## config.mk

```make
export PLATFORM = sky130hd
export DESIGN_NAME = user_io
export DESIGN_NICKNAME = d
export VERILOG_FILES = /design/src/verilog/user_io_pkg.sv /design/src/verilog/host_write_if.sv /design/src/verilog/spi_byte_link.sv /design/src/verilog/host_cmd_decoder.sv /design/src/verilog/core_config_regs.sv /design/src/verilog/ps2_keyboard.sv /design/src/verilog/user_io.sv
export SDC_FILE = /design/constraint.sdc
export NUM_CORES = 1
export LEC_CHECK = 0
export ABC_AREA = 0
export BUFFER_PORTS_ARGS = -buffer_cell sky130_fd_sc_hd__buf_2
export CORE_MARGIN = 3
export CORE_UTILIZATION = 27
export DETAILED_ROUTE_END_ITERATION = 12
export GPL_TIMING_DRIVEN = 0
export PLACE_DENSITY = 0.54
export SLEW_MARGIN = 30
export SYNTH_ARGS = -nofsm -noshare
export SYNTH_HDL_FRONTEND = slang
export SYNTH_SLANG_ARGS = --single-unit
```

## constraint.sdc

```tcl
create_clock -name clk_sys -period 4.5 [get_ports clk_sys]
set_input_delay 0.225 -clock clk_sys [delete_from_list [all_inputs] [get_ports clk_sys]]
set_output_delay 0.225 -clock clk_sys [all_outputs]
set_load 0.02 [all_outputs]
```

## src/verilog/user_io_pkg.sv

```systemverilog
/*
 * shared types and constants for the host link: spi command codes,
 * core-type reply, register widths, buttons union and keyboard prefixes
 */
`default_nettype none

package user_io_pkg;

	// one spi byte
	typedef logic [7:0] byte_t;

	// byte position within a transfer, saturates at all ones
	typedef logic [9:0] byte_idx_t;

	typedef logic [31:0] joy_t;
	typedef logic [63:0] status_t;
	typedef logic [6:0]  core_mod_t;

	// host command codes
	localparam byte_t cmd_buttons  = 8'h01;
	localparam byte_t cmd_kbd      = 8'h05;
	localparam byte_t cmd_status8  = 8'h15;
	localparam byte_t cmd_status64 = 8'h1e;
	localparam byte_t cmd_core_mod = 8'h21;
	localparam byte_t cmd_joy0     = 8'h60;
	localparam byte_t cmd_joy1     = 8'h61;

	// reply shifted out during the command byte, 8 bit core
	localparam byte_t core_type = 8'ha4;

	// keyboard scan code prefixes
	localparam byte_t kbd_prefix_ext   = 8'he0;
	localparam byte_t kbd_prefix_break = 8'hf0;

	// buttons byte, stored raw and read back as fields
	typedef union packed {
		byte_t raw;
		struct packed {
			logic       spare;
			logic       no_csync;
			logic       ypbpr;
			logic       scandoubler_disable;
			logic [1:0] switches;
			logic [1:0] buttons;
		} f;
	} but_sw_u;

endpackage

`default_nettype wire

```

## src/verilog/host_write_if.sv

```systemverilog
/*
 * decoded host write bus from the command decoder to the
 * register block and the keyboard block
 */
`timescale 1ns/1ps
`default_nettype none

interface host_write_if import user_io_pkg::*; ();

	// one cycle write strobe
	logic      wr;
	// command latched from byte 0 of the transfer
	byte_t     cmd;
	// payload position, 1 is the first byte after the command
	byte_idx_t idx;
	byte_t     data;

	modport src (output wr, cmd, idx, data);
	modport dst (input wr, cmd, idx, data);

endinterface

`default_nettype wire

```

## src/verilog/spi_byte_link.sv

```systemverilog
/*
 * spi slave oversampled in clk_sys: line sync, bit and byte framing,
 * byte assembly and the core-type reply on miso
 */
`timescale 1ns/1ps
`default_nettype none

module spi_byte_link import user_io_pkg::*; (
	input  wire       clk_sys,
	input  wire       SPI_SS_IO,
	input  wire       spi_clk,
	input  wire       spi_mosi,
	output logic      spi_miso,
	output byte_t     rx_byte,
	output logic      rx_strobe,
	output byte_idx_t rx_idx
);

	// sck history, two sync stages plus one for edge detection
	logic [2:0] sck_sync;
	logic [1:0] mosi_sync;
	logic       sck_rise;
	logic       sck_fall;
	logic       mosi_s;

	// framing state, cleared while the slave select is high
	logic [2:0] bit_cnt;
	byte_idx_t  byte_cnt;
	logic [6:0] shift_r;

	// sync flops keep running across transfers so an idle-high
	// sck does not look like a fresh edge when select drops
	always_ff @(posedge clk_sys) begin
		sck_sync  <= {sck_sync[1:0], spi_clk};
		mosi_sync <= {mosi_sync[0], spi_mosi};
	end

	// edges seen in the third cycle after the pin moves
	assign sck_rise = sck_sync[1] & ~sck_sync[2];
	assign sck_fall = ~sck_sync[1] & sck_sync[2];
	assign mosi_s   = mosi_sync[1];

	always_ff @(posedge clk_sys or posedge SPI_SS_IO) begin
		if (SPI_SS_IO) begin
			bit_cnt   <= '0;
			byte_cnt  <= '0;
			shift_r   <= '0;
			rx_strobe <= 1'b0;
			spi_miso  <= 1'b0;
		end else begin
			rx_strobe <= 1'b0;
			if (sck_rise) begin
				// msb first
				shift_r <= {shift_r[5:0], mosi_s};
				bit_cnt <= bit_cnt + 3'd1;
				if (bit_cnt == 3'd7) begin
					rx_strobe <= 1'b1;
					if (byte_cnt != '1)
						byte_cnt <= byte_cnt + 1'b1;
				end
			end
			// host samples on the rising edge; with sck idling high the
			// first falling edge of a transfer already presents bit 7
			if (sck_fall)
				spi_miso <= (byte_cnt == '0) ? core_type[~bit_cnt] : 1'b0;
		end
	end

	// received byte and its position, valid with rx_strobe
	always_ff @(posedge clk_sys) begin
		if (sck_rise && bit_cnt == 3'd7) begin
			rx_byte <= {shift_r, mosi_s};
			rx_idx  <= byte_cnt;
		end
	end

	// no byte may be reported outside a transfer
	a_no_strobe_idle: assert property (@(posedge clk_sys) SPI_SS_IO |-> !rx_strobe);

endmodule

`default_nettype wire

```

## src/verilog/host_cmd_decoder.sv

```systemverilog
/*
 * command latch and payload forwarding onto the host write bus,
 * with per-command payload length limits
 */
`timescale 1ns/1ps
`default_nettype none

module host_cmd_decoder import user_io_pkg::*; (
	input wire          clk_sys,
	input wire          SPI_SS_IO,
	input wire byte_t   rx_byte,
	input wire          rx_strobe,
	input wire byte_idx_t rx_idx,
	host_write_if.src   wr_port
);

	byte_t     cmd_r;
	logic      wr_r;
	byte_idx_t idx_r;
	byte_t     data_r;

	// payload length of each known command, unknown ones pass
	// through unlimited and are sorted out by the receivers
	function automatic logic in_range(input byte_t cmd, input byte_idx_t idx);
		logic ok;
		case (cmd)
			cmd_status64: ok = (idx <= 10'd8);
			cmd_joy0, cmd_joy1: ok = (idx <= 10'd4);
			cmd_buttons, cmd_status8, cmd_core_mod: ok = (idx == 10'd1);
			default: ok = 1'b1;
		endcase
		return ok;
	endfunction

	always_ff @(posedge clk_sys or posedge SPI_SS_IO) begin
		if (SPI_SS_IO) begin
			cmd_r <= '0;
			wr_r  <= 1'b0;
		end else begin
			wr_r <= 1'b0;
			if (rx_strobe) begin
				if (rx_idx == '0)
					cmd_r <= rx_byte;
				else
					wr_r <= in_range(cmd_r, rx_idx);
			end
		end
	end

	// payload registers, sampled with every received byte
	always_ff @(posedge clk_sys) begin
		if (rx_strobe) begin
			idx_r  <= rx_idx;
			data_r <= rx_byte;
		end
	end

	assign wr_port.wr   = wr_r;
	assign wr_port.cmd  = cmd_r;
	assign wr_port.idx  = idx_r;
	assign wr_port.data = data_r;

	// bytes are at least eight sck periods apart
	a_wr_single: assert property (@(posedge clk_sys) disable iff (SPI_SS_IO)
		wr_r |=> !wr_r);

endmodule

`default_nettype wire

```

## src/verilog/core_config_regs.sv

```systemverilog
/*
 * core configuration registers: buttons and switches, two digital
 * joysticks, 64-bit status word and core variant
 */
`timescale 1ns/1ps
`default_nettype none

module core_config_regs import user_io_pkg::*; (
	input wire        clk_sys,
	host_write_if.dst wr_port,
	output logic [1:0] buttons,
	output logic [1:0] switches,
	output logic      scandoubler_disable,
	output logic      ypbpr,
	output logic      no_csync,
	output joy_t      joystick_0,
	output joy_t      joystick_1,
	output status_t   status,
	output core_mod_t core_mod
);

	// held across transfers, power-up values only
	but_sw_u   but_sw = '0;
	joy_t      joy_r [2] = '{default: '0};
	status_t   status_r = '0;
	core_mod_t core_mod_r = 7'd1;

	// byte lane, payload byte 1 is the least significant
	logic [2:0] lane;

	assign lane = 3'(wr_port.idx - 1'b1);

	always_ff @(posedge clk_sys) begin
		if (wr_port.wr) begin
			case (wr_port.cmd)
				cmd_buttons: but_sw.raw <= wr_port.data;
				// joy0 and joy1 differ only in the command lsb
				cmd_joy0, cmd_joy1:
					joy_r[wr_port.cmd[0]][{lane[1:0], 3'b000} +: 8] <= wr_port.data;
				// short status write clears the upper bytes
				cmd_status8: status_r <= {56'd0, wr_port.data};
				cmd_status64: status_r[{lane, 3'b000} +: 8] <= wr_port.data;
				cmd_core_mod: core_mod_r <= wr_port.data[6:0];
				// keyboard and unknown commands are not ours
				default: ;
			endcase
		end
	end

	// field view of the buttons byte
	assign buttons             = but_sw.f.buttons;
	assign switches            = but_sw.f.switches;
	assign scandoubler_disable = but_sw.f.scandoubler_disable;
	assign ypbpr               = but_sw.f.ypbpr;
	assign no_csync            = but_sw.f.no_csync;

	assign joystick_0 = joy_r[0];
	assign joystick_1 = joy_r[1];
	assign status     = status_r;
	assign core_mod   = core_mod_r;

endmodule

`default_nettype wire

```

## src/verilog/ps2_keyboard.sv

```systemverilog
/*
 * keyboard path: key event decode, 8-byte scan code fifo,
 * ps/2 clock divider and frame transmitter
 */
`timescale 1ns/1ps
`default_nettype none

module ps2_keyboard import user_io_pkg::*; #(
	parameter int PS2DIV = 100
) (
	input wire        clk_sys,
	host_write_if.dst wr_port,
	output byte_t     key_code,
	output logic      key_pressed,
	output logic      key_extended,
	output logic      key_strobe,
	output logic      ps2_kbd_clk,
	output logic      ps2_kbd_data
);

	localparam int div_w = (PS2DIV > 0) ? $clog2(PS2DIV + 1) : 1;
	localparam logic [3:0] tx_idle = 4'd0;
	localparam logic [3:0] tx_stop = 4'd11;

	logic  kbd_wr;
	logic  ext_now;
	logic  brk_now;
	// prefixes seen so far in this transfer
	logic  ext_r = 1'b0;
	logic  brk_r = 1'b0;
	byte_t code_r = '0;
	logic  pressed_r = 1'b0;
	logic  extended_r = 1'b0;
	logic  strobe_r = 1'b0;

	// fifo, one extra pointer bit tells full from empty
	byte_t      fifo_mem [8];
	logic [3:0] wptr = '0;
	logic [3:0] rptr = '0;
	logic       fifo_empty;
	logic       fifo_full;

	logic [div_w-1:0] div_cnt = '0;
	logic             ps2_clk_r = 1'b0;
	logic             rise_tick;

	logic [3:0] tx_state = tx_idle;
	byte_t      tx_shift;
	logic       tx_parity;
	// line idles high
	logic       data_r = 1'b1;

	assign kbd_wr = wr_port.wr && (wr_port.cmd == cmd_kbd);

	// first payload byte starts with no prefix
	assign ext_now = (wr_port.idx == 10'd1) ? 1'b0 : ext_r;
	assign brk_now = (wr_port.idx == 10'd1) ? 1'b0 : brk_r;

	always_ff @(posedge clk_sys) begin
		strobe_r <= 1'b0;
		if (kbd_wr) begin
			ext_r <= ext_now | (wr_port.data == kbd_prefix_ext);
			brk_r <= brk_now | (wr_port.data == kbd_prefix_break);
			if (wr_port.data != kbd_prefix_ext && wr_port.data != kbd_prefix_break) begin
				code_r     <= wr_port.data;
				extended_r <= ext_now;
				pressed_r  <= ~brk_now;
				strobe_r   <= 1'b1;
			end
		end
	end

	assign fifo_empty = (wptr == rptr);
	assign fifo_full  = (wptr[2:0] == rptr[2:0]) && (wptr[3] != rptr[3]);

	// every keyboard byte is queued, prefixes too; full drops the byte
	always_ff @(posedge clk_sys) begin
		if (kbd_wr && !fifo_full) begin
			fifo_mem[wptr[2:0]] <= wr_port.data;
			wptr <= wptr + 4'd1;
		end
	end

	// ps/2 clock toggles every PS2DIV+1 cycles
	always_ff @(posedge clk_sys) begin
		if (div_cnt == div_w'(PS2DIV)) begin
			div_cnt   <= '0;
			ps2_clk_r <= ~ps2_clk_r;
		end else begin
			div_cnt <= div_cnt + 1'b1;
		end
	end

	// cycle where the divided clock goes high
	assign rise_tick = (div_cnt == div_w'(PS2DIV)) && !ps2_clk_r;

	// frame: start 0, 8 data lsb first, odd parity, stop 1
	// data moves with the clock rise, device samples on the fall
	always_ff @(posedge clk_sys) begin
		if (rise_tick) begin
			if (tx_state == tx_idle) begin
				if (!fifo_empty) begin
					tx_shift  <= fifo_mem[rptr[2:0]];
					tx_parity <= ~^fifo_mem[rptr[2:0]];
					rptr      <= rptr + 4'd1;
					data_r    <= 1'b0;
					tx_state  <= 4'd1;
				end
			end else begin
				if (tx_state <= 4'd8) begin
					data_r   <= tx_shift[0];
					tx_shift <= {1'b0, tx_shift[7:1]};
				end else if (tx_state == 4'd9) begin
					data_r <= tx_parity;
				end else if (tx_state == 4'd10) begin
					data_r <= 1'b1;
				end
				tx_state <= (tx_state == tx_stop) ? tx_idle : tx_state + 4'd1;
			end
		end
	end

	// clock held high while nothing is being sent
	assign ps2_kbd_clk  = ps2_clk_r | (tx_state == tx_idle);
	assign ps2_kbd_data = data_r;

	assign key_code     = code_r;
	assign key_pressed  = pressed_r;
	assign key_extended = extended_r;
	assign key_strobe   = strobe_r;

	// transmitter state never runs past the stop bit
	a_tx_stop: assert property (@(posedge clk_sys) tx_state <= tx_stop);

endmodule

`default_nettype wire

```

## src/verilog/user_io.sv

```systemverilog
/*
 * host link top: spi slave, command decoder, config registers
 * and ps/2 keyboard
 */
`timescale 1ns/1ps
`default_nettype none

module user_io import user_io_pkg::*; #(
	parameter int PS2DIV = 100
) (
	input  wire            clk_sys,
	input  wire            SPI_SS_IO,
	input  wire            SPI_CLK,
	input  wire            SPI_MOSI,
	output wire            SPI_MISO,
	output wire [1:0]      buttons,
	output wire [1:0]      switches,
	output wire            scandoubler_disable,
	output wire            ypbpr,
	output wire            no_csync,
	output wire joy_t      joystick_0,
	output wire joy_t      joystick_1,
	output wire status_t   status,
	output wire core_mod_t core_mod,
	output wire byte_t     key_code,
	output wire            key_pressed,
	output wire            key_extended,
	output wire            key_strobe,
	output wire            ps2_kbd_clk,
	output wire            ps2_kbd_data
);

	// spi byte stream into the decoder
	byte_t     rx_byte;
	logic      rx_strobe;
	byte_idx_t rx_idx;

	host_write_if host_wr ();

	spi_byte_link u_spi (
		.clk_sys   (clk_sys),
		.SPI_SS_IO (SPI_SS_IO),
		.spi_clk   (SPI_CLK),
		.spi_mosi  (SPI_MOSI),
		.spi_miso  (SPI_MISO),
		.rx_byte   (rx_byte),
		.rx_strobe (rx_strobe),
		.rx_idx    (rx_idx)
	);

	host_cmd_decoder u_dec (
		.clk_sys   (clk_sys),
		.SPI_SS_IO (SPI_SS_IO),
		.rx_byte   (rx_byte),
		.rx_strobe (rx_strobe),
		.rx_idx    (rx_idx),
		.wr_port   (host_wr.src)
	);

	core_config_regs u_regs (
		.clk_sys             (clk_sys),
		.wr_port             (host_wr.dst),
		.buttons             (buttons),
		.switches            (switches),
		.scandoubler_disable (scandoubler_disable),
		.ypbpr               (ypbpr),
		.no_csync            (no_csync),
		.joystick_0          (joystick_0),
		.joystick_1          (joystick_1),
		.status              (status),
		.core_mod            (core_mod)
	);

	ps2_keyboard #(
		.PS2DIV (PS2DIV)
	) u_kbd (
		.clk_sys      (clk_sys),
		.wr_port      (host_wr.dst),
		.key_code     (key_code),
		.key_pressed  (key_pressed),
		.key_extended (key_extended),
		.key_strobe   (key_strobe),
		.ps2_kbd_clk  (ps2_kbd_clk),
		.ps2_kbd_data (ps2_kbd_data)
	);

endmodule

`default_nettype wire

```

Yosys cells after proc, flatten, opt, wreduce, memory -nomap -nowiden --
Memory sizes are Yosys's and may differ from the RTL's. A register that Yosys moved wholly into a read port is not among the register bits. Index checks and enable logic that the tools add are counted.
Storage, ports and cells: bits in read-only memories 8, output and inout bits 156, memory bits (writable) 128, memories 3, flip-flop bits (word level) 193, word-level logic and storage cells 140, input bits 4
Cells by class: shift-type cells 4, add/sub/neg operators 9, eq/ne operators 23, reduce and logical (&&, ||, !) cells 27, bitwise logic cells 11, muxes and demuxes 29, order comparisons 4
Memory list:
- u_kbd.fifo_mem | depth 8, bits a word 8, read ports 1, clocked after memory_dff 1, write ports 1, line ps2_keyboard.sv:37 | byte_t fifo_mem [8];
- u_regs.joy_r | depth 2, bits a word 32, read ports 2, clocked after memory_dff 0, write ports 1, line core_config_regs.sv:24 | joy_t joy_r [2] = '{default: '0};
- (name not given) | depth 8, bits a word 1, read ports 1, clocked after memory_dff 0, write ports 0, line spi_byte_link.sv:65 | spi_miso <= (byte_cnt == '0) ? core_type[~bit_cnt] : 1'b0;
Operators with widths (number):
- 64-bit case mux with 2 select lines | 1
- 64-bit bitwise mux | 1
- 8-bit by 8-bit variable shift with 64-bit output (first input constant) | 1
- 8-bit by 8-bit indexed part select with 64-bit output | 1
- 32-bit 2-to-1 mux | 1
- 8-bit by 7-bit variable shift with 32-bit output (first input constant) | 1
- 8-bit by 7-bit indexed part select with 32-bit output | 1
- 8-bit 2-to-1 mux | 3
- 10-bit by 1-bit equality test with 1-bit output (second input constant) | 2
- 10-bit zero test | 2
- 1-bit 2-to-1 mux | 18
- 8-bit by 5-bit equality test with 1-bit output (second input constant) | 2
- 8-bit by 7-bit equality test with 1-bit output (second input constant) | 2
- 8-bit equality test (second input constant) | 2
- 8-bit inequality test (second input constant) | 2
- 4-bit by 1-bit adder with 4-bit output (second input constant) | 3
- 4-bit equality test (second input constant) | 3
- 4-bit 2-to-1 mux | 3
- 2-bit AND reduction | 6
- 3-bit AND reduction | 4
- 10-bit by 1-bit adder with 10-bit output (second input constant) | 1
- 10-bit by 3-bit <= comparator with 1-bit output (second input constant) | 1
- 10-bit by 4-bit <= comparator with 1-bit output (second input constant) | 1
- 10-bit inequality test (second input constant) | 1
- 30 further kinds | 44

Depth between registers and ports, before layout --
Gate-level depths: netlist of the first run.
depth after elaboration 6, gate-level depth with buffers 11

Modules after synthesis --
From an unflattened synthesis of the first run, not the netlist that was laid out.
Unflattened totals: cells, all modules 914, area total of the unflattened synthesis 13275.2 um^2
By module, submodules not included:
- core_config_regs | cells each 432, area an instance 5885.6 um^2, instances 1
- ps2_keyboard | cells each 288, area an instance 4614.4 um^2, instances 1
- spi_byte_link | cells each 130, area an instance 1694.1 um^2, instances 1
- host_cmd_decoder | cells each 64, area an instance 1081.0 um^2, instances 1

Worst setup path after synthesis of the first run --
No wires, ideal clock.
kind reg-to-reg, from register u_dec.cmd_r[0], in the netlist u_dec.wr_port.cmd[0], to register u_regs.status_r[0], in the netlist u_regs.status[0], enable pin, required time 4.127 ns, stages on the path, launching flop included 6, slack 1.224 ns, period minus slack after synthesis 3.276 ns, data arrival time 2.903 ns, cells stage by stage dfrtp_1 nor3b_1 nor2_1 nor2_1 and2_1 nor2b_1
Between the ends: longest elaborated chain between the ends 3, elaborated cells between the ends (all ways) 4, classes of those cells eq/ne (2); reduce/logical (2)
Ends and longest elaborated chain:
- from (decl) | line host_cmd_decoder.sv:17 | byte_t cmd_r;
- from (signal assigned) | line host_cmd_decoder.sv:43 | cmd_r <= rx_byte;
- 8-bit by 5-bit equality test with 1-bit output | line core_config_regs.sv:35 | case (wr_port.cmd)
- 2-bit nonzero test (no line) *
- 2-bit AND reduction (no line) *
- to (signal assigned) | line core_config_regs.sv:41 | cmd_status8: status_r <= {56'd0, wr_port.data};
- to (signal, indexed assignment) | line core_config_regs.sv:42 | cmd_status64: status_r[{lane, 3'b000} +: 8] <= wr_port.data;
- to (decl) | line core_config_regs.sv:25 | status_t status_r = '0;
Every way passes the cells marked *; elsewhere a longest branch is shown, timed or not. A chain may end at the register's enable or synchronous reset.

==> metrics, run 1 <==
Critical Path RT 4.67 ns; final net count 1116; postcts setup bufs 0; final-report setup violation count 0; worst-path maximum fanout 11; design area 16200 um^2; antenna violations before repair 1; # resized after CTS 0; Placed Area 14900 um^2; crit path time final 3.79 ns; Clock Latency Late Sink 0.55 ns; Sw Ratio 0.215; Max Buffers Root-to-Sink 3; Gate power share 0.040; kind of critical path reg -> reg; largest net degree at the start of global routing 36; clk_skew 0.0267 ns; Area contributors post-synth edfxtp_1 (63%), dfrtp_1 (5.9%), mux2i_1 (3.9%), nor2_1 (3.7%), dfxtp_1 (2.4%); CTS buffer count 38; initial DRC count 557; Util after Layout 0.339; pwr dens 415 nW/um^2; synth unique cells 48; Post-synth EDFFs 277; post-DP HPWL 23400 um; Slew Viols, Final 0; VDD IR max 217 uV; Post-Syn Area 13100 um^2; CP Capture Type flop; Slew HR 0.410; # IOs 160; Syn Inst Count 874; P_sw 1450 uW; Area Growth Syn to Fin 23.7%; part of the cycle the worst path needs 0.841; syn nets 897; GRT overflow 0; Site Rows 80; Initial DRT Pass Iterations 5; top-area cell type share of the netlist area 0.634; cell with the most instances after synthesis edfxtp_1; antenna-violating nets left 0; number of buffers added on ports 159; Seq/Total Area, Yosys 0.717; most used flip-flop cell after synthesis edfxtp_1; number of global-route vias before repair 7686; Yosys warnings 0; Tightest Hold Check Type in -> reg; unrepaired setup endpoints after global routing no; H-tree depth 2; Critical Path AT 3.95 ns; Int Pwr 5300 uW; Hold Fails Final Rpt 0; Placer Congestion 0.801; Routed WL 33000 um; diode count 0; Worst-path clk slew 0.06 ns; crit start category flop; die width 227 um; dominant cell type by area after synthesis edfxtp_1; TritonCTS clock tree built; clock sinks 324; layout cells sized above 1 0.248; clock group share of total power 0.455; root buf cell clkbuf_16; Avg Inst Size Synth 15.0 um^2; Synth async-reset ratio 0.0957; Max-cap violations 0; Tot GR Track Use 0.127; first-pass GRT wire length 48800 um; Max Freq 264 MHz; DRC errors left 0; core area 47800 um^2; Yosys reg bits 324; Starting Density 0.274; Avg WL per Cell 19.0 um; power share of the sequential group 0.505; die height 227 um; die area 51300 um^2; Post-synth top cells edfxtp_1 (277), nor2_1 (130), mux2i_1 (51); # hold bufs at CTS 3; static leakage 0.00597 uW; via count 7716; worst-margin pin slew 0.882 ns; outcome finished, final reports clean; Via density 4.45
-- final cells by class --
type                    instances  area, um^2
inverters                      27         101
plain buffers                  27         111
fillers                      4667       31600
repair buffers                179        1040
flip-flops and latches        324        9410
clock buffers                  54        1080
clock inverters                13         161
multi-input cells             496        3550
well taps                     615         769
-- power by group through the flow --
stage / Clock [uW] / Combinational (uW) / Sequential, uW
after floorplan: 0 / 176 / 3450
after global placement: 0 / 235 / 3480
after detailed placement: 0 / 267 / 3470
after CTS: 3180 / 271 / 3410
after global routing: 3290 / 306 / 3420
final: 3070 / 267 / 3410
-- registers in the layout, summed over array words and instances (netlist names), 10 cells and up, named ones only --
register	count
u_kbd.fifo_mem	64
u_spi.rx_idx	10
u_regs.status	64
u_regs.joy_r	64
u_spi.byte_cnt	10
u_dec.wr_port.idx	10
-- per-layer routing --
layer	GRT usage	vias up	share of wire
met5	0	-	0
met4	0.0473	0	0.034
met3	0.0272	66	0.050
met2	0.205	176	0.48
met1	0.170	3804	0.44
li1	-	3670	-
-- path summary, 6_finish.rpt --
| kind | cells after the start | slack (ns) | to | start |
|---|---|---|---|---|
| max | 9 | 0.71 | u_regs.status[4]$_DFFE_PP_ | u_dec.wr_port.idx[0]$_DFFE_PP_ |
| min | 2 | 0.32 | u_spi.mosi_sync[0]$_DFF_P_ | SPI_MOSI |
| max reg2reg | 9 | 0.71 | u_regs.status[4]$_DFFE_PP_ | u_dec.wr_port.idx[0]$_DFFE_PP_ |
| min reg2reg | 0 | 0.33 | u_spi.sck_sync[1]$_DFF_P_ | u_spi.sck_sync[0]$_DFF_P_ |
| min in group asynchronous | 3 | 0.37 | u_spi.spi_miso$_DFFE_PP0P_ | SPI_SS_IO |
| max in group asynchronous | 3 | 3.67 | u_dec.wr_port.cmd[5]$_DFFE_PP0P_ | SPI_SS_IO |
-- layout by cell type, fill, tap and decap left out, types with 12 or more instances in the layout --
master / count
edfxtp_1: 277
buf_2: 164
nor2_1: 129
mux2i_1: 51
nand2_1: 49
clkbuf_16: 41
clkbuf_1: 35
xnor2_1: 34
dfrtp_1: 31
a21oi_1: 29
inv_1: 26
nand3_1: 19
ha_1: 19
mux2_2: 18
dfxtp_1: 16
nor3_1: 14
xor2_1: 13
mux4_2: 12
-- critical path, cell delays in order, from the launching register on --
cell,delay [ns]
edfxtp_1,0.52
inv_1,0.24
clkbuf_1,0.46
ha_1,0.33
xnor2_1,0.24
ha_1,0.31
clkbuf_1,0.17
nor3b_1,0.34
nor2_2,0.21
nor2b_2,0.59
-- cells by family (layout without fill, tap and decap cells) --
logic type      Yosys count  in the layout  synth area share
flops                   324            324             0.717
mux                      89             89            0.0909
fa+ha+maj                19             19            0.0181
compound gates           46             46            0.0195
buf+inv                  54            300            0.0162
xor+xnor                 47             47            0.0314
simple gates            295            295             0.107
-- per-stage QoR --
stage / hold slack (ns) / worst slack (ns) / std cells / power (uW) / setup TNS [ns]
3_5_place_dp: 0.313 / 0.656 / 1664 / 3740 / 0
3_3_place_gp: 0.313 / -0.226 / 1648 / 3720 / -1.80
5_1_grt: 0.307 / 0.452 / 1735 / 7010 / 0
6_report: 0.317 / 0.714 / 1735 / 6740 / 0
4_1_cts: 0.281 / 0.638 / 1734 / 6860 / 0
2_1_floorplan: 0.253 / 1.22 / 874 / 3620 / 0
Note: power is estimated with default switching activity, not from simulation.
==> run 2: changes to the inputs <==
==> constraint.sdc (replaced) <==
create_clock -name clk_sys -period 3.6 [get_ports clk_sys]
set_input_delay 0.18 -clock clk_sys [delete_from_list [all_inputs] [get_ports clk_sys]]
set_output_delay 0.18 -clock clk_sys [all_outputs]
set_load 0.02 [all_outputs]
==> metrics, run 2 (synthesis gave the netlist of run 1 again) <==
total chip power 8430 uW (+25%); DRC errors left 0 (unchanged); static leakage 0.00597 uW (+0.11%); crit path time final 3.36 ns (-0.427 ns); antenna-violating nets left 0 (unchanged); Worst Path Buf+Inv 2 (-1); Routed WL 33000 um (about the same); P_sw 1810 uW (+25%); GRT overflow 0 (unchanged); Avg WL per Cell 19.0 um (+0.14%); most common cell after layout, fill and taps aside edfxtp_1; die area 51300 um^2 (unchanged); final-report setup violation count 0 (unchanged); Placer Congestion 0.801 (unchanged); Tightest Hold Check Type in -> reg; Tot GR Track Use 0.127 (about the same); crit-path leading delay family simple AND/OR/NAND/NOR gates; worst-path maximum fanout 18 (+7); Worst-path clk slew 0.06 ns (about the same); clock group share of total power 0.456 (about the same); pwr dens 518 nW/um^2 (+25%); crit-path max cell delay 0.53 ns (-0.06 ns); Post-Place Cells 1664 (unchanged); largest net degree at the start of global routing 36 (unchanged); setup_tns 0 ns (unchanged); Non-Filler Instances 1734 (-0.058%); Initial DRT Pass Iterations 5 (unchanged); worst-margin pin slew 0.904 ns (+0.0218 ns); Site Rows 80 (unchanged); unrepaired setup endpoints after global routing yes; Sw Ratio 0.215 (+0.000225); CP Capture Type flop; design area 16300 um^2 (+0.18%); power share of the sequential group 0.505 (about the same); postcts setup bufs 0 (unchanged); TritonCTS clock tree built; outcome finished, final reports clean; Via density 4.48 (+0.72%); initial DRC count 578 (+3.8%); Clock Latency Late Sink 0.55 ns (about the same); first-pass GRT wire length 48800 um (about the same); diode count 0 (unchanged); Area Growth Syn to Fin 23.9%; Gate power share 0.040 (about the same); Max Buffers Root-to-Sink 3 (unchanged); number of buffers added on ports 159 (unchanged); Int Pwr 6620 uW (+25%); via count 7767 (+0.66%); Critical Path AT 3.55 ns (-0.40 ns); CTS buffer count 38 (unchanged); die height 227 um (unchanged); # IOs 160 (unchanged); number of global-route vias before repair 7679 (-0.091%); Slew HR 0.395 (-0.0146); VDD IR max 271 uV (+25%); Max Freq 298 MHz (+13%); layout cells sized above 1 0.253 (+0.00469); Critical Path RT 3.79 ns (-0.88 ns); post-DP HPWL 23400 um (unchanged); Critical-path top delay cell edfxtp_1; pre-CTS setup slack -0.244 ns (-0.900 ns); Hold Fails Final Rpt 0 (unchanged); clk_skew 0.0272 ns (+0.000455 ns); Starting Density 0.274 (unchanged); Max-cap violations 0 (unchanged); die width 227 um (unchanged); Placed Area 14900 um^2 (unchanged); final setup margin 0.241 ns (-0.473 ns); crit start category flop; antenna violations before repair 1 (unchanged); clock sinks 324 (unchanged); H-tree depth 2 (unchanged); crit-path cells inv_1 -> ha_1 -> xnor2_2 -> ha_1 -> clkbuf_1 -> nor3b_1 -> nor2_2 -> nor2b_4; root buf cell clkbuf_16; cell mode on critical path ha_1; core area 47800 um^2 (unchanged); part of the cycle the worst path needs 0.933 (+0.0918); final net count 1115 (-0.090%); Slew Viols, Final 0 (unchanged); most frequent cells in the layout edfxtp_1 (277), buf_2 (164), nor2_1 (125); kind of critical path reg -> reg
run 2: cell count changes in the layout (fill, tap and decap cells not counted):
cell and change:
nor2b_4 +1, nor3_4 +1, clkbuf_1 -1, xnor2_2 +1, xnor2_1 -1, nor2b_2 -1
nor2_2 +3, nor3_2 -1, nor2_1 -4, nor2_4 +1
run 2: final timing paths:
path	startpoint	endpoint	slack, ns	depth (start not counted)
max	u_dec.wr_port.idx[0]$_DFFE_PP_	u_regs.status[3]$_DFFE_PP_	0.24	8
min	SPI_MOSI	u_spi.mosi_sync[0]$_DFF_P_	0.27	2
max reg2reg	u_dec.wr_port.idx[0]$_DFFE_PP_	u_regs.status[3]$_DFFE_PP_	0.24	8
min reg2reg	u_spi.sck_sync[0]$_DFF_P_	u_spi.sck_sync[1]$_DFF_P_	0.33	0
max in group asynchronous	SPI_SS_IO	u_dec.wr_port.cmd[5]$_DFFE_PP0P_	2.81	3
min in group asynchronous	SPI_SS_IO	u_spi.spi_miso$_DFFE_PP0P_	0.32	3
run 2: per-stage QoR:
stage               hold slack (ns)   util
global route                  0.262  0.340
floorplan                     0.208      -
global placement              0.287  0.307
finish                        0.273  0.340
CTS                           0.236  0.339
detailed placement            0.284  0.312
run 2: power groups by stage:
stage / clock [uW] / combinational [uW] / sequential (uW)
global route: 4110 / 384 / 4270
floorplan: 0 / 220 / 4310
global placement: 0 / 293 / 4350
CTS: 3970 / 338 / 4260
finish: 3840 / 334 / 4260
detailed placement: 0 / 334 / 4340
run 2: routing by layer:
layer | vias to the layer above | global-route usage | routed length (um)
met5 | - | 0 | 0
met4 | 0 | 0.0473 | 1140
met3 | 67 | 0.0272 | 1590
met2 | 184 | 0.205 | 15700
met1 | 3852 | 0.170 | 14500
li1 | 3664 | - | -
run 2: layout make-up:
cell class,count,area [um^2]
plain buffers,26,108
repair buffers,179,1040
inverters,27,101
flip-flops and latches,324,9410
multi-input cells,496,3590
well taps,615,769
clock inverters,13,161
clock buffers,54,1080
fillers,4675,31600
run 2: timing repair:
item	in CTS	in global routing
endpoints found under the hold margin	33	0
gates resized for setup	2	7
endpoints found under the setup margin	8	122
gates cloned	0	0
hold buffers	3	0
